$ cat src/logic/fetchPkg.sv
`default_nettype none

package fetchPkg;

    // width of a RISC-V major opcode field
    localparam int OPC_W = 7;
    // destination register index width
    localparam int RD_W = 5;

    // next-PC source from execute, same encoding as the core
    // 00 sequential, 01 branch or JAL target, 10 JALR result
    typedef enum logic [1:0] {
        pcSeq    = 2'b00,
        pcBranch = 2'b01,
        pcJalr   = 2'b10
    } pcSrcT;

    // coarse class handed to decode
    typedef enum logic [2:0] {
        kindAlu    = 3'd0,
        kindLoad   = 3'd1,
        kindStore  = 3'd2,
        kindBranch = 3'd3,
        kindJal    = 3'd4,
        kindJalr   = 3'd5,
        kindOther  = 3'd6
    } instrKindT;

    // RV32I major opcodes, instr[6:0]
    localparam logic [OPC_W-1:0] OPC_BRANCH = 7'b1100011;
    localparam logic [OPC_W-1:0] OPC_JAL    = 7'b1101111;
    localparam logic [OPC_W-1:0] OPC_JALR   = 7'b1100111;
    localparam logic [OPC_W-1:0] OPC_LOAD   = 7'b0000011;
    localparam logic [OPC_W-1:0] OPC_STORE  = 7'b0100011;
    localparam logic [OPC_W-1:0] OPC_OP     = 7'b0110011;
    localparam logic [OPC_W-1:0] OPC_OPIMM  = 7'b0010011;

endpackage

`default_nettype wire

$ cat src/logic/dualPcUnit.sv
`timescale 1ns/1ps
`default_nettype none

// fetch PC register for the two-wide front end
module dualPcUnit
    import fetchPkg::*;
#(
    parameter int WIDTH = 32
) (
    input  logic             clk,
    input  logic             rst,
    input  logic             stall,
    // slot 1 execute, the older one
    input  pcSrcT            pcSrc1,
    input  logic [WIDTH-1:0] target1,
    input  logic [WIDTH-1:0] aluResult1,
    // slot 2 execute
    input  pcSrcT            pcSrc2,
    input  logic [WIDTH-1:0] target2,
    input  logic [WIDTH-1:0] aluResult2,
    output logic [WIDTH-1:0] fetchPc,
    output logic             redirect
);

    // sequential step covers both slots
    localparam logic [WIDTH-1:0] PAIR_STEP = WIDTH'(8);

    logic [WIDTH-1:0] seqPc;
    logic [WIDTH-1:0] slot1Target;
    logic [WIDTH-1:0] slot2Target;
    logic [WIDTH-1:0] nextPc;

    // resolve one slot's redirect address
    function automatic logic [WIDTH-1:0] pickTarget(
        input pcSrcT            src,
        input logic [WIDTH-1:0] target,
        input logic [WIDTH-1:0] aluResult
    );
        logic [WIDTH-1:0] result;
        // JALR drops the low two bits
        if (src == pcJalr) begin
            result = {aluResult[WIDTH-1:2], 2'b00};
        end else begin
            result = target;
        end
        return result;
    endfunction

    assign seqPc       = fetchPc + PAIR_STEP;
    assign slot1Target = pickTarget(pcSrc1, target1, aluResult1);
    assign slot2Target = pickTarget(pcSrc2, target2, aluResult2);

    // any slot leaving the sequential path
    // also acts as flush for stages 1 and 2
    assign redirect = (pcSrc1 != pcSeq) || (pcSrc2 != pcSeq);

    always_comb begin
        // slot 1 is older, its redirect wins
        if (pcSrc1 != pcSeq) begin
            nextPc = slot1Target;
        end else if (pcSrc2 != pcSeq) begin
            nextPc = slot2Target;
        end else begin
            nextPc = seqPc;
        end
    end

    always_ff @(posedge clk) begin
        if (rst) begin
            fetchPc <= '0;
        end else if (redirect || !stall) begin
            // a redirect goes through even while stalled
            fetchPc <= nextPc;
        end
    end

endmodule

`default_nettype wire

$ cat config.mk
export PLATFORM = sky130hd
export DESIGN_NAME = dualPcUnit
export DESIGN_NICKNAME = d
export VERILOG_FILES = /design/src/logic/fetchPkg.sv /design/src/logic/dualPcUnit.sv
export SDC_FILE = /design/constraint.sdc
export NUM_CORES = 1
export LEC_CHECK = 0
export BUFFER_PORTS_ARGS = -buffer_cell sky130_fd_sc_hd__buf_2
export CORE_UTILIZATION = 25
export CTS_CLUSTER_SIZE = 40
export DETAILED_ROUTE_END_ITERATION = 8
export MAX_ROUTING_LAYER = met4
export PLACE_DENSITY_LB_ADDON = 0.3
export RECOVER_POWER = 25
export SKIP_LAST_GASP = 1
export SLEW_MARGIN = 25
export SYNTH_ARGS = -nofsm -noshare
export SYNTH_HDL_FRONTEND = slang
export SYNTH_SLANG_ARGS = --single-unit
export TNS_END_PERCENT = 50
$ cat constraint.sdc
create_clock -name clk -period 5.8 [get_ports clk]
set_input_delay 1.16 -clock clk [delete_from_list [all_inputs] [get_ports clk]]
set_output_delay 1.16 -clock clk [all_outputs]
set_load 0.05 [all_outputs]
Yosys cells after proc, flatten, opt, wreduce, memory -nomap -nowiden
Index checks and enable logic that the tools add are counted. Widths: inputs -> output; s select.

Add/sub/neg operators: 1. Multiply operators: 0. Div/mod/pow operators: 0. Order comparisons: 0. Equal/unequal tests: 2. Shifts and indexed selects: 0. Multiplexer cells: 4. Bitwise operators: 0. Reduce and logical (&&, ||, !) cells: 5.

Operator list (count): $mux 32 (4); $add 32x4->32 const B (1); $eq 2x2->1 const B (2); $reduce_bool 2->1 (2); $logic_or 1x1->1 (2); $logic_not 1->1 (1).

Register bits after elaboration: 32. Bits in latches: 0. Memory bits (writable): 0. Memory bits (read-only): 0. Input port bits: 135. Logic and storage cells: 13. Memories kept: 0.

Depth between registers and ports, before layout
Depth after elaboration: 4. Gate-level depth with buffers: 7. Gate-level depth less buffers: 6.

Worst setup path before layout
No wires, ideal clock.

Kind: input-to-output. Start: input port pcSrc1[1]. End: output port redirect. Data arrival time: 2141 ps. Data required time: 4640 ps. Path slack: 2499 ps. Stages on the path: 4. Path buffers: 1. Path through: clkbuf_1 > or2_2 > nor2_2 > inv_1.

Cells in the longest elaborated chain, start to end: 2.

Ends and longest elaborated chain: start: declaration (line dualPcUnit.sv:14) `input pcSrcT pcSrc1,`; $reduce_bool 2->1 (line dualPcUnit.sv:55) `assign redirect = (pcSrc1 != pcSeq) || (pcSrc2 != pcSeq);`; $logic_or 1x1->1 (line dualPcUnit.sv:55); end: declaration (line dualPcUnit.sv:22) `output logic redirect`.

Every way passes these cells.

Worst setup path after layout
Start: input port pcSrc2[0]. End: output port redirect.

Cells in the longest elaborated chain, start to end: 2.

Ends and longest elaborated chain: start: declaration (line dualPcUnit.sv:18) `input pcSrcT pcSrc2,`; $reduce_bool 2->1 (line dualPcUnit.sv:55); $logic_or 1x1->1 (line dualPcUnit.sv:55).

Every way passes these cells.

==> metrics.md <==
| Metric | Value |
|---|---|
| Status | finished, final reports clean |
| Worst hold path class | flop to flop |
| Top cells by count, synth | dfxtp_1, nand2_1, a21oi_1 |
| Number of global-route vias before repair | 3377 |
| Antenna-violating nets left | 0 |
| WP data required | 4.64 ns |
| Post-synth cell types | 57 |
| Final hold violation count | 0 |
| Multi-input logic area | 1910 um2 |
| Non-Filler Instances | 647 |
| Met2 WL | 5610 um |
| Switch Pwr | 270 uW |
| CTS Buf Count | 5 |
| Number of flip-flops in the largest register | 32 |
| Critical path arrival | 2.93 ns |
| Number of diodes | 0 |
| Area of the mapped netlist | 2700 um2 |
| Setup Viol. Count Final | 0 |
| Routability Congestion | 0.860 |
| Cell mode on critical path | buf_2 |
| Worst Skew | 0.00661 ns |
| DR vias | 3646 |
| Prevailing post-synth register cell | dfxtp_1 |
| Combinational Power Share | 35.6% |
| Gr ovfl total | 0 |
| Internal Pwr Total | 423 uW |
| Setup Fix Bufs, Post-CTS | 0 |
| Critical Path Fanout Max | 32 |
| CP Class | primary input to primary output |
| Leading post-synthesis cells by cell area | dfxtp_1, a21oi_1, a221oi_1 |
| Synth area leader | dfxtp_1 |
| Post-synthesis sequential area ratio | 23.7% |
| Die Wd | 106 um |
| Row count | 37 |
| Avg Cell Area, Syn | 7.37 um2 |
| Placed cells | 639 |
| WL final | 11900 um |
| PD cells | 189 nW/um2 |
| Fraction of registers with async set/reset | 0% |
| Die area | 11200 um2 |
| #FFs+latches synth | 32 |
| Via-to-Cell Ratio | 5.64 |
| Tcrit/Tclk final | 70.5% |
| Top reg by flops | fetchPc |
| Max-Cap Viols | 0 |
| Top Registers | fetchPc x32 |
| Layout cells sized above 1 | 33.3% |
| Hold-fix buffers, CTS | 0 |
| Period minus WS final | 4.09 ns |
| Detailed Place HPWL | 8570 um |
| Leakage power | 0.00150 uW |
| Area delta synth->final | 35.9% |
| Clk root buf | clkbuf_8 |
| Metal-1 WL | 5360 um |
| Met3 WL | 741 um |
| Buf/Inv on CP | 3 |
| Sw frac | 39.0% |
| Drt pass-1 iters | 7 |
| Crit. End Element | primary output |
| FMAX | 244 MHz |
| Clock share of power | 26.3% |
| Drt initial violations | 283 |
| Worst path slowest cell | or2_2 |
| Relative slew slack | 41.8% |
| Initial antenna violation count | 0 |
| Family with the most delay on the worst path | simple AND/OR/NAND/NOR gates |
| Synth warn | 0 |
| I/O Buffers | 163 |
| Number of top-level pins | 168 |
| Initial core utilization | 26.0% |
| Slowest stage delay, CP | 0.50 ns |
| GRT Overall Usage | 21.1% |
| Worst-path clk slew | 0.07 ns |
| Synth top area share | 23.7% |
| Syn_nets | 503 |
| Top sig layer | met4 |
| Final #Nets | 646 |
| Fillers | 1151 |
| Setup TNS | 0 ns |
| DRC | 0 |
| Die Ht | 106 um |
| CTS tree | built |
| Pins over their slew limit | 0 |
| Maximum VDD drop | 0.108 mV |
| Clock tree buffer depth | 2 |
| Number of synthesized flops with an enable pin | 0 |
| Post-CTS Resized | 0 |
| Sequential fraction of design power | 38.0% |
| Num Clock Sinks | 32 |
| RSZ-0062 raised after global routing | false |
| Worst-Skew Late Latency | 0.28 ns |
| Wire per inst | 18.3 um |
| Cell chain of the critical path | buf_2, or2_2, nor2_2, inv_1, buf_2 |
| Worst-margin pin slew | 0.872 ns |
| Global-route wire length before repair | 18000 um |
| Synth Instances | 367 |
| Most numerous cell in the Yosys netlist | dfxtp_1 |
| Placeable Area | 10400 um2 |
| Critical path launch point type | primary input |
| H-Tree Level Count | 2 |
| FF+latch area | 641 um2 |
| Largest net degree at the start of global routing | 45 |
[area by class of cell]
| type | instances | area share, % |
|---|---|---|
| multi-input cells | 292 | 51.9 |
| repair buffers | 166 | 22.3 |
| flip-flops and latches | 32 | 17.4 |
| well taps | 136 | 4.63 |
| clock buffers | 8 | 2.45 |
| inverters | 13 | 1.33 |
[metrics by stage]
stage,util [%],instance area (um2),total power (uW),setup slack [ns],hold slack [ns]
after floorplan,-,2700,418,2.50,0.684
after global placement,34.5,3600,511,1.80,0.462
after detailed placement,34.5,3600,517,1.73,0.466
after CTS,35.4,3690,699,1.74,0.481
after global routing,35.3,3670,730,1.66,0.498
final,35.3,3670,694,1.71,0.491
[path summary, 6_finish.rpt]
path / slack, ns / to / from / depth (start not counted)
min reg2reg: 0.49 / fetchPc[26]$_SDFFE_PP0N_ / fetchPc[26]$_SDFFE_PP0N_ / 2
min: 0.49 / fetchPc[26]$_SDFFE_PP0N_ / fetchPc[26]$_SDFFE_PP0N_ / 2
max: 1.71 / redirect / pcSrc2[0] / 5
max reg2reg: 3.27 / fetchPc[29]$_SDFFE_PP0N_ / fetchPc[3]$_SDFFE_PP0N_ / 6
[worst register-to-register path, stage by stage, from the launching register on]
cell and delay (ns):
dfxtp_1 0.42, ha_1 0.25, nand4_1 0.30, nor4_2 0.67, nand4_1 0.23, or4_1 0.43, a31oi_1 0.16
[metal layers]
metal  vias to the layer above  global-route usage (%)
met1                      1717                    27.1
met4                         0                    5.26
met5                         -                       -
met3                        10                    3.13
met2                       169                    34.8
li1                       1750                       -
[logic make-up (layout without fill, tap and decap cells)]
family                   after synthesis  after routing  share of synthesized area [%]
multiplexers                           7              7                           2.68
buffers and inverters                 43            187                           6.11
XOR/XNOR                               6              6                           1.94
AND/OR/NAND/NOR                      123            123                           24.5
adder cells (fa/ha/maj)                1              1                          0.463
flip-flops                            32             32                           23.7
AO/OA/AOI/OAI                        155            155                           40.6
[placed cells by master, fill, tap and decap left out, drive strengths merged, types with 3 or more instances in the layout]
cell	instances
nand4	8
o221ai	7
nand2b	5
o31ai	5
and3	5
a221oi	13
mux2i	5
o211ai	6
nand3	10
or4	4
nor4	6
nor2	21
a31oi	5
a222oi	5
and4	4
a22oi	15
a211oi	10
a22o	4
nor3	17
xor2	5
inv	12
dfxtp	32
nand2	27
nor2b	9
clkbuf	24
o311ai	3
o22ai	15
buf	150
o21ai	21
o21a	4
a2111oi	4
a21oi	25
[power groups by stage]
stage | logic (uW) | clock network, uW | registers (uW)
floorplan | 96.6 | 0 | 322
detailed placement | 249 | 0 | 268
CTS | 250 | 186 | 263
finish | 247 | 183 | 264
global placement | 245 | 0 | 266
global route | 265 | 197 | 267
(Power assumes the default switching activity.)
