==> src/logic/fetchPkg.sv <==
`default_nettype none

package fetchPkg;

    // width of a RISC-V major opcode field
    localparam int OPC_W = 7;
    // destination register index width
    localparam int RD_W = 5;

    // next-PC source from execute, same encoding as the core
    // 00 sequential, 01 branch or JAL target, 10 JALR result
    typedef enum logic [1:0] {
        pcSeq    = 2'b00,
        pcBranch = 2'b01,
        pcJalr   = 2'b10
    } pcSrcT;

    // coarse class handed to decode
    typedef enum logic [2:0] {
        kindAlu    = 3'd0,
        kindLoad   = 3'd1,
        kindStore  = 3'd2,
        kindBranch = 3'd3,
        kindJal    = 3'd4,
        kindJalr   = 3'd5,
        kindOther  = 3'd6
    } instrKindT;

    // RV32I major opcodes, instr[6:0]
    localparam logic [OPC_W-1:0] OPC_BRANCH = 7'b1100011;
    localparam logic [OPC_W-1:0] OPC_JAL    = 7'b1101111;
    localparam logic [OPC_W-1:0] OPC_JALR   = 7'b1100111;
    localparam logic [OPC_W-1:0] OPC_LOAD   = 7'b0000011;
    localparam logic [OPC_W-1:0] OPC_STORE  = 7'b0100011;
    localparam logic [OPC_W-1:0] OPC_OP     = 7'b0110011;
    localparam logic [OPC_W-1:0] OPC_OPIMM  = 7'b0010011;

endpackage

`default_nettype wire

==> src/logic/fetchSlotIf.sv <==
`timescale 1ns/1ps
`default_nettype none

// one pipeline stage's worth of fetched instructions
interface fetchSlotIf #(
    parameter int WIDTH = 32
);

    // address of slot 1, slot 2 sits at basePc + 4
    logic [WIDTH-1:0] basePc;
    // older instruction
    logic [WIDTH-1:0] instr1;
    // younger instruction
    logic [WIDTH-1:0] instr2;
    // bundle holds a live fetch
    logic             valid;

    // producing stage
    modport src (
        output basePc,
        output instr1,
        output instr2,
        output valid
    );

    // consuming stage, samples every unstalled edge
    modport snk (
        input basePc,
        input instr1,
        input instr2,
        input valid
    );

endinterface

`default_nettype wire

==> src/logic/slotPredecode.sv <==
`timescale 1ns/1ps
`default_nettype none

// stage 2, class and rd for both slots
module slotPredecode
    import fetchPkg::*;
#(
    parameter int WIDTH = 32
) (
    input  logic             clk,
    input  logic             rst,
    input  logic             stall,
    input  logic             redirect,
    fetchSlotIf.snk          stageIn,
    output logic             outValid,
    output logic [WIDTH-1:0] outPc,
    output logic [WIDTH-1:0] outInstr1,
    output logic [WIDTH-1:0] outInstr2,
    output instrKindT        outKind1,
    output instrKindT        outKind2,
    output logic [RD_W-1:0]  outRd1,
    output logic [RD_W-1:0]  outRd2
);

    instrKindT       kind1;
    instrKindT       kind2;
    logic [RD_W-1:0] rd1;
    logic [RD_W-1:0] rd2;

    // major opcode to class
    function automatic instrKindT classify(input logic [OPC_W-1:0] opcode);
        instrKindT kind;
        case (opcode)
            OPC_OP, OPC_OPIMM: kind = kindAlu;
            OPC_LOAD:          kind = kindLoad;
            OPC_STORE:         kind = kindStore;
            OPC_BRANCH:        kind = kindBranch;
            OPC_JAL:           kind = kindJal;
            OPC_JALR:          kind = kindJalr;
            // lui, auipc, system and the rest
            default:           kind = kindOther;
        endcase
        return kind;
    endfunction

    // store and branch reuse bits 11:7 for the immediate
    function automatic logic [RD_W-1:0] destReg(
        input logic [WIDTH-1:0] instr,
        input instrKindT        kind
    );
        logic [RD_W-1:0] rd;
        if (kind == kindStore || kind == kindBranch) begin
            rd = '0;
        end else begin
            rd = instr[11:7];
        end
        return rd;
    endfunction

    assign kind1 = classify(stageIn.instr1[OPC_W-1:0]);
    assign kind2 = classify(stageIn.instr2[OPC_W-1:0]);
    assign rd1   = destReg(stageIn.instr1, kind1);
    assign rd2   = destReg(stageIn.instr2, kind2);

    // output payload
    always_ff @(posedge clk) begin
        if (!stall) begin
            outPc     <= stageIn.basePc;
            outInstr1 <= stageIn.instr1;
            outInstr2 <= stageIn.instr2;
            outKind1  <= kind1;
            outKind2  <= kind2;
            outRd1    <= rd1;
            outRd2    <= rd2;
        end
    end

    // same flush and hold rules as stage 1
    always_ff @(posedge clk) begin
        if (rst) begin
            outValid <= 1'b0;
        end else if (redirect) begin
            outValid <= 1'b0;
        end else if (!stall) begin
            outValid <= stageIn.valid;
        end
    end

endmodule

`default_nettype wire

==> src/flat_wrapper.sv <==
// flat-port wrapper written by rule: the top's interface ports become plain ports
module slotPredecode_flat import fetchPkg::*;
#(
    parameter int WIDTH = 32
)
  (clk, rst, stall, redirect, outValid, outPc, outInstr1, outInstr2, outKind1, outKind2, outRd1, outRd2, stageIn_basePc, stageIn_instr1, stageIn_instr2, stageIn_valid);
  fetchSlotIf #(.WIDTH(WIDTH)) stageIn_i ();
  input  logic clk;
  input  logic rst;
  input  logic stall;
  input  logic redirect;
  output logic outValid;
  output logic [WIDTH-1:0] outPc;
  output logic [WIDTH-1:0] outInstr1;
  output logic [WIDTH-1:0] outInstr2;
  output instrKindT outKind1;
  output instrKindT outKind2;
  output logic [RD_W-1:0] outRd1;
  output logic [RD_W-1:0] outRd2;
  input wire logic [$bits(stageIn_i.basePc)-1:0] stageIn_basePc;
  input wire logic [$bits(stageIn_i.instr1)-1:0] stageIn_instr1;
  input wire logic [$bits(stageIn_i.instr2)-1:0] stageIn_instr2;
  input wire logic [$bits(stageIn_i.valid)-1:0] stageIn_valid;
  assign stageIn_i.basePc = stageIn_basePc;
  assign stageIn_i.instr1 = stageIn_instr1;
  assign stageIn_i.instr2 = stageIn_instr2;
  assign stageIn_i.valid = stageIn_valid;
  slotPredecode #(.WIDTH(WIDTH)) u_core (.clk(clk), .rst(rst), .stall(stall), .redirect(redirect), .stageIn(stageIn_i), .outValid(outValid), .outPc(outPc), .outInstr1(outInstr1), .outInstr2(outInstr2), .outKind1(outKind1), .outKind2(outKind2), .outRd1(outRd1), .outRd2(outRd2));
endmodule
==> config.mk <==
export PLATFORM = sky130hd
export DESIGN_NAME = slotPredecode_flat
export DESIGN_NICKNAME = d
export VERILOG_FILES = /design/src/logic/fetchPkg.sv /design/src/logic/fetchSlotIf.sv /design/src/logic/slotPredecode.sv /design/src/flat_wrapper.sv
export SDC_FILE = /design/constraint.sdc
export NUM_CORES = 1
export LEC_CHECK = 0
export ABC_AREA = 1
export BUFFER_PORTS_ARGS = -buffer_cell sky130_fd_sc_hd__buf_2
export CORE_UTILIZATION = 46
export CTS_CLUSTER_SIZE = 12
export DETAILED_ROUTE_END_ITERATION = 8
export PLACE_DENSITY = 0.88
export RECOVER_POWER = 25
export REMOVE_ABC_BUFFERS = 1
export SYNTH_ARGS = -nofsm -noshare
export SYNTH_HDL_FRONTEND = slang
export SYNTH_SLANG_ARGS = --single-unit
==> constraint.sdc <==
create_clock -name clk -period 5.62 [get_ports clk]
set_input_delay 0.281 -clock clk [delete_from_list [all_inputs] [get_ports clk]]
set_output_delay 0.281 -clock clk [all_outputs]
set_load 0.05 [all_outputs]
Yosys cells after proc, flatten, opt, wreduce, memory -nomap -nowiden
Index checks and enable logic that the tools add are counted.
- register bits after elaboration: 113
- input bits: 101
- output and inout port bits: 113
- logic and storage cells: 33
- eq/ne operators: 18
- mux-type cells: 2
- reductions and logical operators: 5
- operators by type and width (cell ; count):
    7-bit == test (second input constant) ; 6
    3-bit one-hot mux with 6 select lines ; 2
    7-bit by 6-bit == test with 1-bit output (second input constant) ; 4
    7-bit by 2-bit == test with 1-bit output (second input constant) ; 2
    7-bit by 5-bit == test with 1-bit output (second input constant) ; 2
    3-bit by 2-bit == test with 1-bit output (second input constant) ; 4
    2-bit OR reduction ; 3
    1-bit logical OR ; 2

Depth between registers and ports, before layout
Gate-level depths: netlist of run 1.
- depth after elaboration: 5
- gate-level depth with buffers: 7
- depth with buffers taken out: 7

Worst setup path after synthesis of run 1
No wires, ideal clock.
- path kind: input -> register
- start: input stall
- end: register u_core.outInstr1[0], enable pin
- data arrival time: 2.460 ns
- required time: 5.155 ns
- setup slack: 2.695 ns
- stages: 1
- buffers on the path: 0
- cells stage by stage: inv_1
- RTL lines (item ; line ; RTL):
    from (decl) ; flat_wrapper.sv:10 ; input logic stall;
    to (signal assigned) ; slotPredecode.sv:69 ; outInstr1 <= stageIn.instr1;
    to (decl) ; slotPredecode.sv:17 ; output logic [WIDTH-1:0] outInstr1,
No word-level cell between the ends.

Worst setup path in the final report of run 1
- start: input stall
- end: register u_core.outInstr2[22], enable pin
- RTL lines (item ; line ; RTL):
    to (signal assigned) ; slotPredecode.sv:70 ; outInstr2 <= stageIn.instr2;
    to (decl) ; slotPredecode.sv:18 ; output logic [WIDTH-1:0] outInstr2,
No word-level cell between the ends.

==> reports/metrics.cfg, run 1 <==
[cts]
cts_resized = 0
hold_buffers = 95
cts_max_path_buffers = 2
cts_tree = done
tritoncts.num_buffers = 17
cts.sinks = 113
cts.htree.levels = 4
clk_latency_ps = 490
cts_setup_buffers = 0
clk_pin_slew_ps = 60
cts_root_buf = clkbuf_8

[cells_and_area]
layout_commonest_cell = buf_2
multiInputGateArea_um2 = 239
fill_cells = 424
finalInstanceArea_um2 = 6430
fin_cells = 628
drive_gt1_share_pct = 43.9
final_cell_mix = buf_2, edfxtp_1, dlygate4sd3_1
areaGrowthSynthToFinish_pct = 73.7
seqCellArea_um2 = 3380
finalNetCount = 613

[timing]
tns_ps = 0
skew_ps = 0
min_period_over_period_pct = 26.6
rsz0062_at_grt = false
setup_viol = 0
min_period_ps = 1500
slew_headroom_pct = 43.9
tightest_slew_ps = 841
final-max-slew-violation-count = 0
fmax_mhz = 669
hold_viol = 0

[drt]
vias = 2947
wl_per_cell_um = 17.1
drtIter0Drc = 132
drtAntennaViolNets = 0
avgViaCountPerCell = 4.69
dr.pass1.iters = 4
drc = 0
wl_um = 10800

[grt]
grt_overflow = 0
antenna_found_initial = 2
grt_start_max_net_pins = 70
grt_pass1_vias = 3169
grtUsageTotal_pct = 26.5
grt_first_pass_wirelength_um = 15900

[synth]
synth_cell_types = 18
synth-seq-area-share_pct = 91.3
yosysWarningCount = 0
syn-instance-count = 184
syn_area_um2 = 3700
ys_ff_latch = 113
avgSynthCellArea_um2 = 20.1

[worst_setup_path]
critical_path_class = input port to flip-flop
critPathArrivalTime_ps = 1610
start_kind = input port
crit_fanout = 69
reg2reg_slack_ps = 4430
reg2reg_depth = 3
cp-end-kind = flip-flop
cp_data_required_time_ps = 5740
r2r_end = u_core.outValid$_SDFFE_PP0N_
r2r-start = u_core.outValid$_SDFFE_PP0N_

[hold_path]
hp-start = stageIn_instr2[3]
min_to = u_core.outInstr2[3]$_DFFE_PN_
hold_path.class = input port to flip-flop
hold_depth = 1

[floorplanning]
rows = 32
fp.dieW_um = 91.7
io_pins = 214
dieArea_um2 = 8420
core_um2 = 7770
start_util_pct = 47.7
die_h_um = 91.7

[flow_run]
drv_cap = 0

[placement]
post-place-cells = 500
gp_congestion = 0.725
port-buffer-count = 213
post-dp-hpwl_um = 5830
postPlaceCellArea_um2 = 4910

[power]
leakagePower_nw = 2.77
cellPowerDensity_nw_per_um2 = 392
power_mw = 2.52
ir_worst_vdd_mv = 0.285

[run_status]
status = completed

registers in the layout, indices dropped and copies added (netlist names):
| signal | flops |
|---|---|
| u_core.outKind2 | 3 |
| u_core.outPc | 32 |
| u_core.outRd2 | 5 |
| u_core.outValid | 1 |
| u_core.outInstr2 | 32 |
| u_core.outRd1 | 5 |
| u_core.outInstr1 | 32 |
| u_core.outKind1 | 3 |
area by class of cell:
type                    count  area share [%]
diodes                      2          0.0778
clock buffers              17            6.44
clock inverters            14            2.94
inverters                  22            1.32
multi-input cells          49            3.71
flip-flops and latches    113            52.6
well taps                 102            1.98
repair buffers            309            31.0
worst max-delay path by stage:
stage          startpoint                             end  slack, ps  cells after the start
2_1_floorplan       stall   u_core.outInstr1[0]$_DFFE_PN_       2700                      1
3_3_place_gp        stall  u_core.outInstr1[15]$_DFFE_PN_       3690                      3
4_1_cts             stall      u_core.outPc[18]$_DFFE_PN_       4160                      3
5_1_grt             stall       u_core.outPc[9]$_DFFE_PN_       4020                      3
6_report            stall  u_core.outInstr2[22]$_DFFE_PN_       4120                      3
3_5_place_dp        stall  u_core.outInstr1[15]$_DFFE_PN_       3620                      3
where the power goes:
group	switching, mW	internal [mW]	total (mW)	leakage (nW)
Sequential	0.0200	1.00	1.02	1.10
Clock	0.369	0.716	1.08	0.280
Combinational	0.305	0.112	0.417	1.39
Total	0.694	1.83	2.52	2.77
synth_stat cells (all sizes together):
library cell | number | area [um2]
nand4 | 1 | 6.26
a21oi | 1 | 5.00
nand3 | 4 | 25.0
nor3 | 1 | 16.3
nand2 | 25 | 98.8
o21ai | 1 | 5.00
edfxtp | 112 | 3360
inv | 22 | 82.6
o211ai | 2 | 15.0
o22ai | 1 | 6.26
nor2 | 11 | 48.8
nor4 | 1 | 6.26
or2 | 1 | 6.26
dfxtp | 1 | 20.0
metal layers:
layer  track usage (%)  up-vias  part of all wire [%]
met4              15.9        0                   3.7
met1              25.0     1410                    33
li1                  -     1334                     -
met5                 0        -                     0
met2              50.4      174                    57
met3              7.21       29                   6.3
cells by family after synthesis:
logic type      share of synthesized area (%)
compound gates                          0.844
buf+inv                                  2.23
flops                                    91.3
simple gates                             5.61
worst max-delay path: stages:
cell and delay, ps:
buf_2 120, inv_4 390, buf_4 780
stage by stage:
| step | hold slack, ps | setup WS [ps] | util, % |
|---|---|---|---|
| after detailed placement | 447 | 3620 | 63.2 |
| final | 115 | 4120 | 82.8 |
| after floorplan | 359 | 2700 | - |
| after global routing | 97.9 | 4020 | 82.8 |
| after global placement | 443 | 3690 | 63.2 |
| after CTS | 8.47 | 4160 | 83.2 |
Note: power is estimated with default switching activity, not from simulation.
==> run 2: changes to the inputs <==
- ABC_AREA: 1 -> 0
- CORE_UTILIZATION: 46 -> 43
- PLACE_DENSITY: 0.88 -> 0.84
- clock period: 5.62 -> 1.5 ns (I/O delays scaled with it)
==> run 2 against run 1 <==
Effect of this change: synthesized cell count shrank 19%; largest cell class unchanged; largest power group is now registers; clock power rose to 3.3 times the previous value; sequential power increased to 3.7 times the previous value; critical path depth increased by 1.
==> reports/metrics.cfg, run 2 <==
[cells_and_area]
antenna_cells = 0  ; -2
finalInstanceArea_um2 = 6410  ; -0.45%
reg.largest.list = u_core.outInstr1: 32 flops, u_core.outInstr2: 32 flops, u_core.outPc: 32 flops
final_cell_mix = buf_2, edfxtp_1, dlygate4sd3_1
areaGrowthSynthToFinish_pct = 77.2
drive_gt1_share_pct = 48.7  ; +4.8 points
fin_cells = 602  ; -4.1%
finalNetCount = 586  ; -4.4%
layout_commonest_cell = buf_2

[cts]
cts_root_buf = clkbuf_8
cts.htree.levels = 4  ; unchanged
cts.sinks = 113  ; unchanged
clk_latency_ps = 490  ; about the same
tritoncts.num_buffers = 17  ; unchanged
cts_max_path_buffers = 2  ; unchanged
clk_pin_slew_ps = 60  ; about the same
cts_tree = done

[floorplanning]
die_h_um = 93.7  ; +2.1%
io_pins = 214  ; unchanged
rows = 33  ; +3.1%
start_util_pct = 44.2  ; -3.5 points
fp.dieW_um = 93.7  ; +2.1%
dieArea_um2 = 8780  ; +4.3%
core_um2 = 8180  ; +5.3%

[timing]
min_period_ps = 1300
final-max-slew-violation-count = 0  ; unchanged
rsz0062_at_grt = false
hold_viol = 0  ; unchanged
tightest_slew_ps = 340  ; -501 ps
skew_ps = 0  ; unchanged
min_period_over_period_pct = 86.5
fmax_mhz = 770
tns_ps = 0  ; unchanged
setup_viol = 0  ; unchanged
slew_headroom_pct = 77.1  ; +33 points

[synth]
synth_commonest_cells = edfxtp_1, and2_1, nor3_1, nor4_1
synthMuxAreaShare_pct = 0.277  ; +0.28 points
synth_most_common_cell = edfxtp_1
synth_xor_area_share_pct = 0  ; unchanged
synthSimpleGateAreaFrac_pct = 4.64  ; -0.97 points
synth_cell_types = 20  ; +2
yosys.area.top_type = edfxtp_1
synth_top_family_by_area = simple AND/OR/NAND/NOR gates
synth-seq-area-share_pct = 93.6  ; +2.3 points
yosysWarningCount = 0  ; unchanged
async_reset_ff_share_pct = 0  ; unchanged
synthTopCellsByArea = edfxtp_1, and2_1, nor3_1, dfxtp_1, nor4_1
avgSynthCellArea_um2 = 24.3  ; +20%
synth_flop_cell = edfxtp_1
syn_area_um2 = 3610  ; -2.4%
synth-adder-area-share_pct = 0  ; unchanged
syn-instance-count = 149  ; -19%
synth_compound_area_share_pct = 1.28  ; +0.44 points
synth_top_area_share_pct = 93.0  ; +2.3 points
synth_edf_count = 112  ; unchanged
ys_ff_latch = 113  ; unchanged

[drt]
drtAntennaViolNets = 0  ; unchanged
drc = 0  ; unchanged
vias = 2766  ; -6.1%
drtIter0Drc = 109  ; -17%
dr.pass1.iters = 4  ; unchanged
wl_um = 9830  ; -8.6%
wl_per_cell_um = 16.3  ; -4.7%
avgViaCountPerCell = 4.59  ; -2.1%

[placement]
gp_congestion = 0.705  ; -2.8%
postPlaceCellArea_um2 = 4900  ; -0.23%
post-dp-hpwl_um = 5830  ; about the same
port-buffer-count = 213  ; unchanged
post-place-cells = 473  ; -5.4%

[hold_path]
hold_path.class = input port to flip-flop
hp-start = stall

[worst_setup_path]
startpoint = stageIn_instr1[2]
critical_path_class = input port to flip-flop
worstSetupEndpoint = u_core.outRd1[3]$_SDFFCE_PP0N_
critPathArrivalTime_ps = 1530  ; -80 ps
cp-end-kind = flip-flop
reg2reg_slack_ps = 350  ; -4080 ps
r2r-start = u_core.outValid$_SDFFE_PP0N_
r2r_end = u_core.outValid$_SDFFE_PP0N_
reg2reg_depth = 3  ; unchanged
crit_fanout = 6  ; -91%
cp_data_required_time_ps = 1740  ; -4000 ps
start_kind = input port

[flow_run]
drv_cap = 0  ; unchanged

[grt]
grt_start_max_net_pins = 28  ; -60%
grt_overflow = 0  ; unchanged
grt_first_pass_wirelength_um = 13900  ; -12%
antenna_found_initial = 0  ; -2
grtUsageTotal_pct = 22.2  ; -4.4 points
grt_pass1_vias = 2867  ; -9.5%

[power]
ir_worst_vdd_mv = 1.22  ; +330%
leakagePower_nw = 2.72  ; -1.8%
cellPowerDensity_nw_per_um2 = 1400  ; +260%
power_mw = 8.98  ; +260%

[run_status]
status = completed

run 2: changes by cell type in the layout (fill, tap and decap cells not counted), moves of 5 or more:
cell,previous run,this run
inv_1,15,1
clkbuf_1,26,8
nor3_1,0,5
buf_2,187,205
and2_1,0,10
nand2_1,23,2
nor2_1,10,1
inv_2,6,0
run 2: power breakdown:
group	total, mW	internal, mW	switching [mW]
Sequential	3.81	3.75	0.0660
Clock	3.59	2.31	1.28
Combinational	1.58	0.450	1.13
run 2: per-layer routing:
metal  global-route usage, %  share of wire [%]  up-vias
li1                        -                  -     1277
met1                    22.5                 37     1321
met2                    41.7                 55      148
met3                    7.20                6.9       20
met4                    8.21                1.7        0
met5                       0                  0        -
run 2: final cells by class:
class,instances,area (um2)
flip-flops and latches,113,3380
repair buffers,317,2120
fillers,461,1770
clock buffers,17,414
multi-input cells,34,224
well taps,105,131
clock inverters,14,124
inverters,2,10.0
run 2: timing repair:
action,4_1_cts,5_1_grt
gates resized for setup,0,0
buffers inserted,0,0
endpoints found under the hold margin,113,0
setup endpoints to repair,0,0
hold buffers,98,0
run 2: kinds of logic (layout without fill, tap and decap cells):
family / after synthesis / in the layout
mux: 1 / 1
flops: 113 / 113
compound gates: 6 / 6
buf+inv: 2 / 350
simple gates: 27 / 27
run 2: worst min path at each step:
| stage | endpoint | slack (ps) | cells after the start |
|---|---|---|---|
| detailed placement | u_core.outValid$_SDFFE_PP0N_ | 240 | 2 |
| global placement | u_core.outValid$_SDFFE_PP0N_ | 240 | 2 |
| floorplan | u_core.outValid$_SDFFE_PP0N_ | 150 | 1 |
| finish | u_core.outInstr2[28]$_DFFE_PN_ | 130 | 2 |
| global route | u_core.outInstr2[28]$_DFFE_PN_ | 150 | 2 |
| CTS | u_core.outInstr2[28]$_DFFE_PN_ | 40 | 2 |
run 2: through the flow:
| stage | hold WS, ps | util [%] | setup slack [ps] |
|---|---|---|---|
| after detailed placement | 239 | 59.9 | 295 |
| after floorplan | 152 | - | -1200 |
| after CTS | 36.8 | 78.5 | 251 |
| final | 130 | 78.4 | 202 |
| after global placement | 242 | 59.9 | 315 |
| after global routing | 154 | 78.4 | 201 |
run 2: critical path, cell delays in order:
cell	delay (ps)
dlygate4sd3_1	550
buf_2	170
or4_4	560
and2_1	180
==> run 3: changes to the inputs <==
- GPL_TIMING_DRIVEN: not set -> 0
- PLACE_DENSITY: 0.84 -> 0.79
==> run 3 against run 2 <==
Effect of this change: clock skew unchanged; largest power group is now clock; critical endpoint is now u_core.outRd1[1]$_SDFFCE_PP0N_; global-route usage up 2.3 points; routed wire length up 7.7%; clock power up 18%; power up 7.2%; worst hold slack better by 11 ps; non-clock buffer count down 5.
==> reports/metrics.cfg, run 3 (same netlist as run 2, synthesis figures left out) <==
[run_status]
status = completed

[power]
cellPowerDensity_nw_per_um2 = 1500  ; +6.8%
leakagePower_nw = 2.69  ; -1.3%
ir_worst_vdd_mv = 0.984  ; -19%

[cts]
cts.sinks = 113  ; unchanged
clk_latency_ps = 500  ; about the same
cts_max_path_buffers = 2  ; unchanged
cts_setup_buffers = 0  ; unchanged
clk_pin_slew_ps = 60  ; about the same
cts_tree = done
cts_root_buf = clkbuf_8
cts.htree.levels = 4  ; unchanged
tritoncts.num_buffers = 17  ; unchanged

[cells_and_area]
areaGrowthSynthToFinish_pct = 77.7
finalInstanceArea_um2 = 6420  ; +0.29%
antenna_cells = 0  ; unchanged
seqCellArea_um2 = 3380  ; unchanged
layout_commonest_cell = buf_2
fin_cells = 598  ; -0.66%
utilization_pct = 78.6  ; +0.23 points
multiInputGateArea_um2 = 224  ; unchanged
reg.largest.list = u_core.outInstr1: 32 flops, u_core.outInstr2: 32 flops, u_core.outPc: 32 flops
final_cell_mix = buf_2, edfxtp_1, dlygate4sd3_1
drive_gt1_share_pct = 45.8  ; -2.9 points
fill_cells = 478  ; +3.7%
finalNetCount = 581  ; -0.85%

[timing]
setup_ws_ps = 127  ; -74.8 ps
setup_viol = 0  ; unchanged
skew_ps = 0  ; unchanged
hold_viol = 0  ; unchanged
slew_headroom_pct = 61.2  ; -16 points
final-max-slew-violation-count = 0  ; unchanged
fmax_mhz = 728  ; -5.4%
min_period_ps = 1370  ; +74.8 ps
rsz0062_at_grt = false
tns_ps = 0  ; unchanged
min_period_over_period_pct = 91.5  ; +5.0 points
tightest_slew_ps = 583  ; +243 ps

[worst_setup_path]
crit_fanout = 5  ; -1
cp_data_required_time_ps = 1750  ; about the same
critPathArrivalTime_ps = 1620  ; +90 ps
critical_path_class = input port to flip-flop
start_kind = input port
cp-end-kind = flip-flop

[placement]
post-place-cells = 468  ; -1.1%
port-buffer-count = 213  ; unchanged
post-dp-hpwl_um = 5610  ; -3.9%
gp_congestion = 0.724  ; +2.8%
pre_cts_ws_ps = 107  ; -187 ps
postPlaceCellArea_um2 = 4840  ; -1.1%

[grt]
grtUsageTotal_pct = 24.4  ; +2.3 points
grt_pass1_vias = 2947  ; +2.8%
antenna_found_initial = 0  ; unchanged
grt_start_max_net_pins = 70  ; +150%
grt_first_pass_wirelength_um = 15000  ; +7.3%
grt_overflow = 0  ; unchanged

[floorplanning]
die_h_um = 93.7  ; unchanged
core_um2 = 8180  ; unchanged
start_util_pct = 44.2  ; unchanged
rows = 33  ; unchanged
fp.dieW_um = 93.7  ; unchanged
dieArea_um2 = 8780  ; unchanged
io_pins = 214  ; unchanged

[drt]
drtAntennaViolNets = 0  ; unchanged
vias = 2780  ; +0.51%
dr.pass1.iters = 4  ; unchanged
wl_per_cell_um = 17.7  ; +8.4%
wl_um = 10600  ; +7.7%
drc = 0  ; unchanged
drtIter0Drc = 92  ; -16%
avgViaCountPerCell = 4.65  ; +1.2%

[flow_run]
drv_cap = 0  ; unchanged

[hold_path]
hold_path.class = input port to flip-flop

==> run 3: changes by cell type in the layout (fill, tap and decap cells not counted), sizes merged <==
cell	delta
buf	-20
bufinv	+3
clkinvlp	+2
clkbuf	+15
inv	+2
clkinv	-6
==> run 3: layout make-up <==
class	count	share of cell area (%)
inverters	2	0.156
multi-input cells	34	3.49
flip-flops and latches	113	52.7
clock buffers	17	6.45
repair buffers	312	31.9
well taps	105	2.04
clock inverters	15	3.33
==> run 3: worst paths after layout <==
| kind | start | to | slack, ps | cells past startpoint |
|---|---|---|---|---|
| setup / recovery | stageIn_instr1[0] | u_core.outRd1[1]$_SDFFCE_PP0N_ | 130 | 5 |
| setup reg to reg | u_core.outValid$_SDFFE_PP0N_ | u_core.outValid$_SDFFE_PP0N_ | 310 | 3 |
| hold reg to reg | u_core.outValid$_SDFFE_PP0N_ | u_core.outValid$_SDFFE_PP0N_ | 1130 | 3 |
| hold / removal | stall | u_core.outInstr2[23]$_DFFE_PN_ | 140 | 2 |
==> run 3: critical path, stage by stage <==
cell,delay (ps)
dlygate4sd3_1,530
clkbuf_1,200
nand2_2,110
or4_4,530
and2_1,180
==> run 3: what timing repair did <==
item,CTS,global route
endpoints found under the hold margin,113,0
hold buffers,98,0
gates resized for setup,0,0
==> run 3: routing by layer <==
layer	part of all wire [%]	wire, um	vias up	global-route usage, %
met5	0	0	-	0
met4	2.2	231	0	12.6
met1	33	3540	1329	23.2
met2	57	6080	159	46.8
li1	-	-	1268	-
met3	6.9	728	24	7.12
==> run 3: power breakdown <==
group | total, mW | switching (mW) | leakage [nW] | internal [mW]
registers | 3.82 | 0.0696 | 1.10 | 3.75
clock network | 4.24 | 1.39 | 0.293 | 2.85
logic | 1.56 | 1.13 | 1.29 | 0.432
total | 9.62 | 2.59 | 2.69 | 7.03
==> run 3: through the flow <==
stage	power (mW)	hold WS (ps)
6_report	9.62	141
3_5_place_dp	5.22	241
5_1_grt	9.87	159
4_1_cts	9.66	132
3_3_place_gp	5.19	238
2_1_floorplan	4.82	152
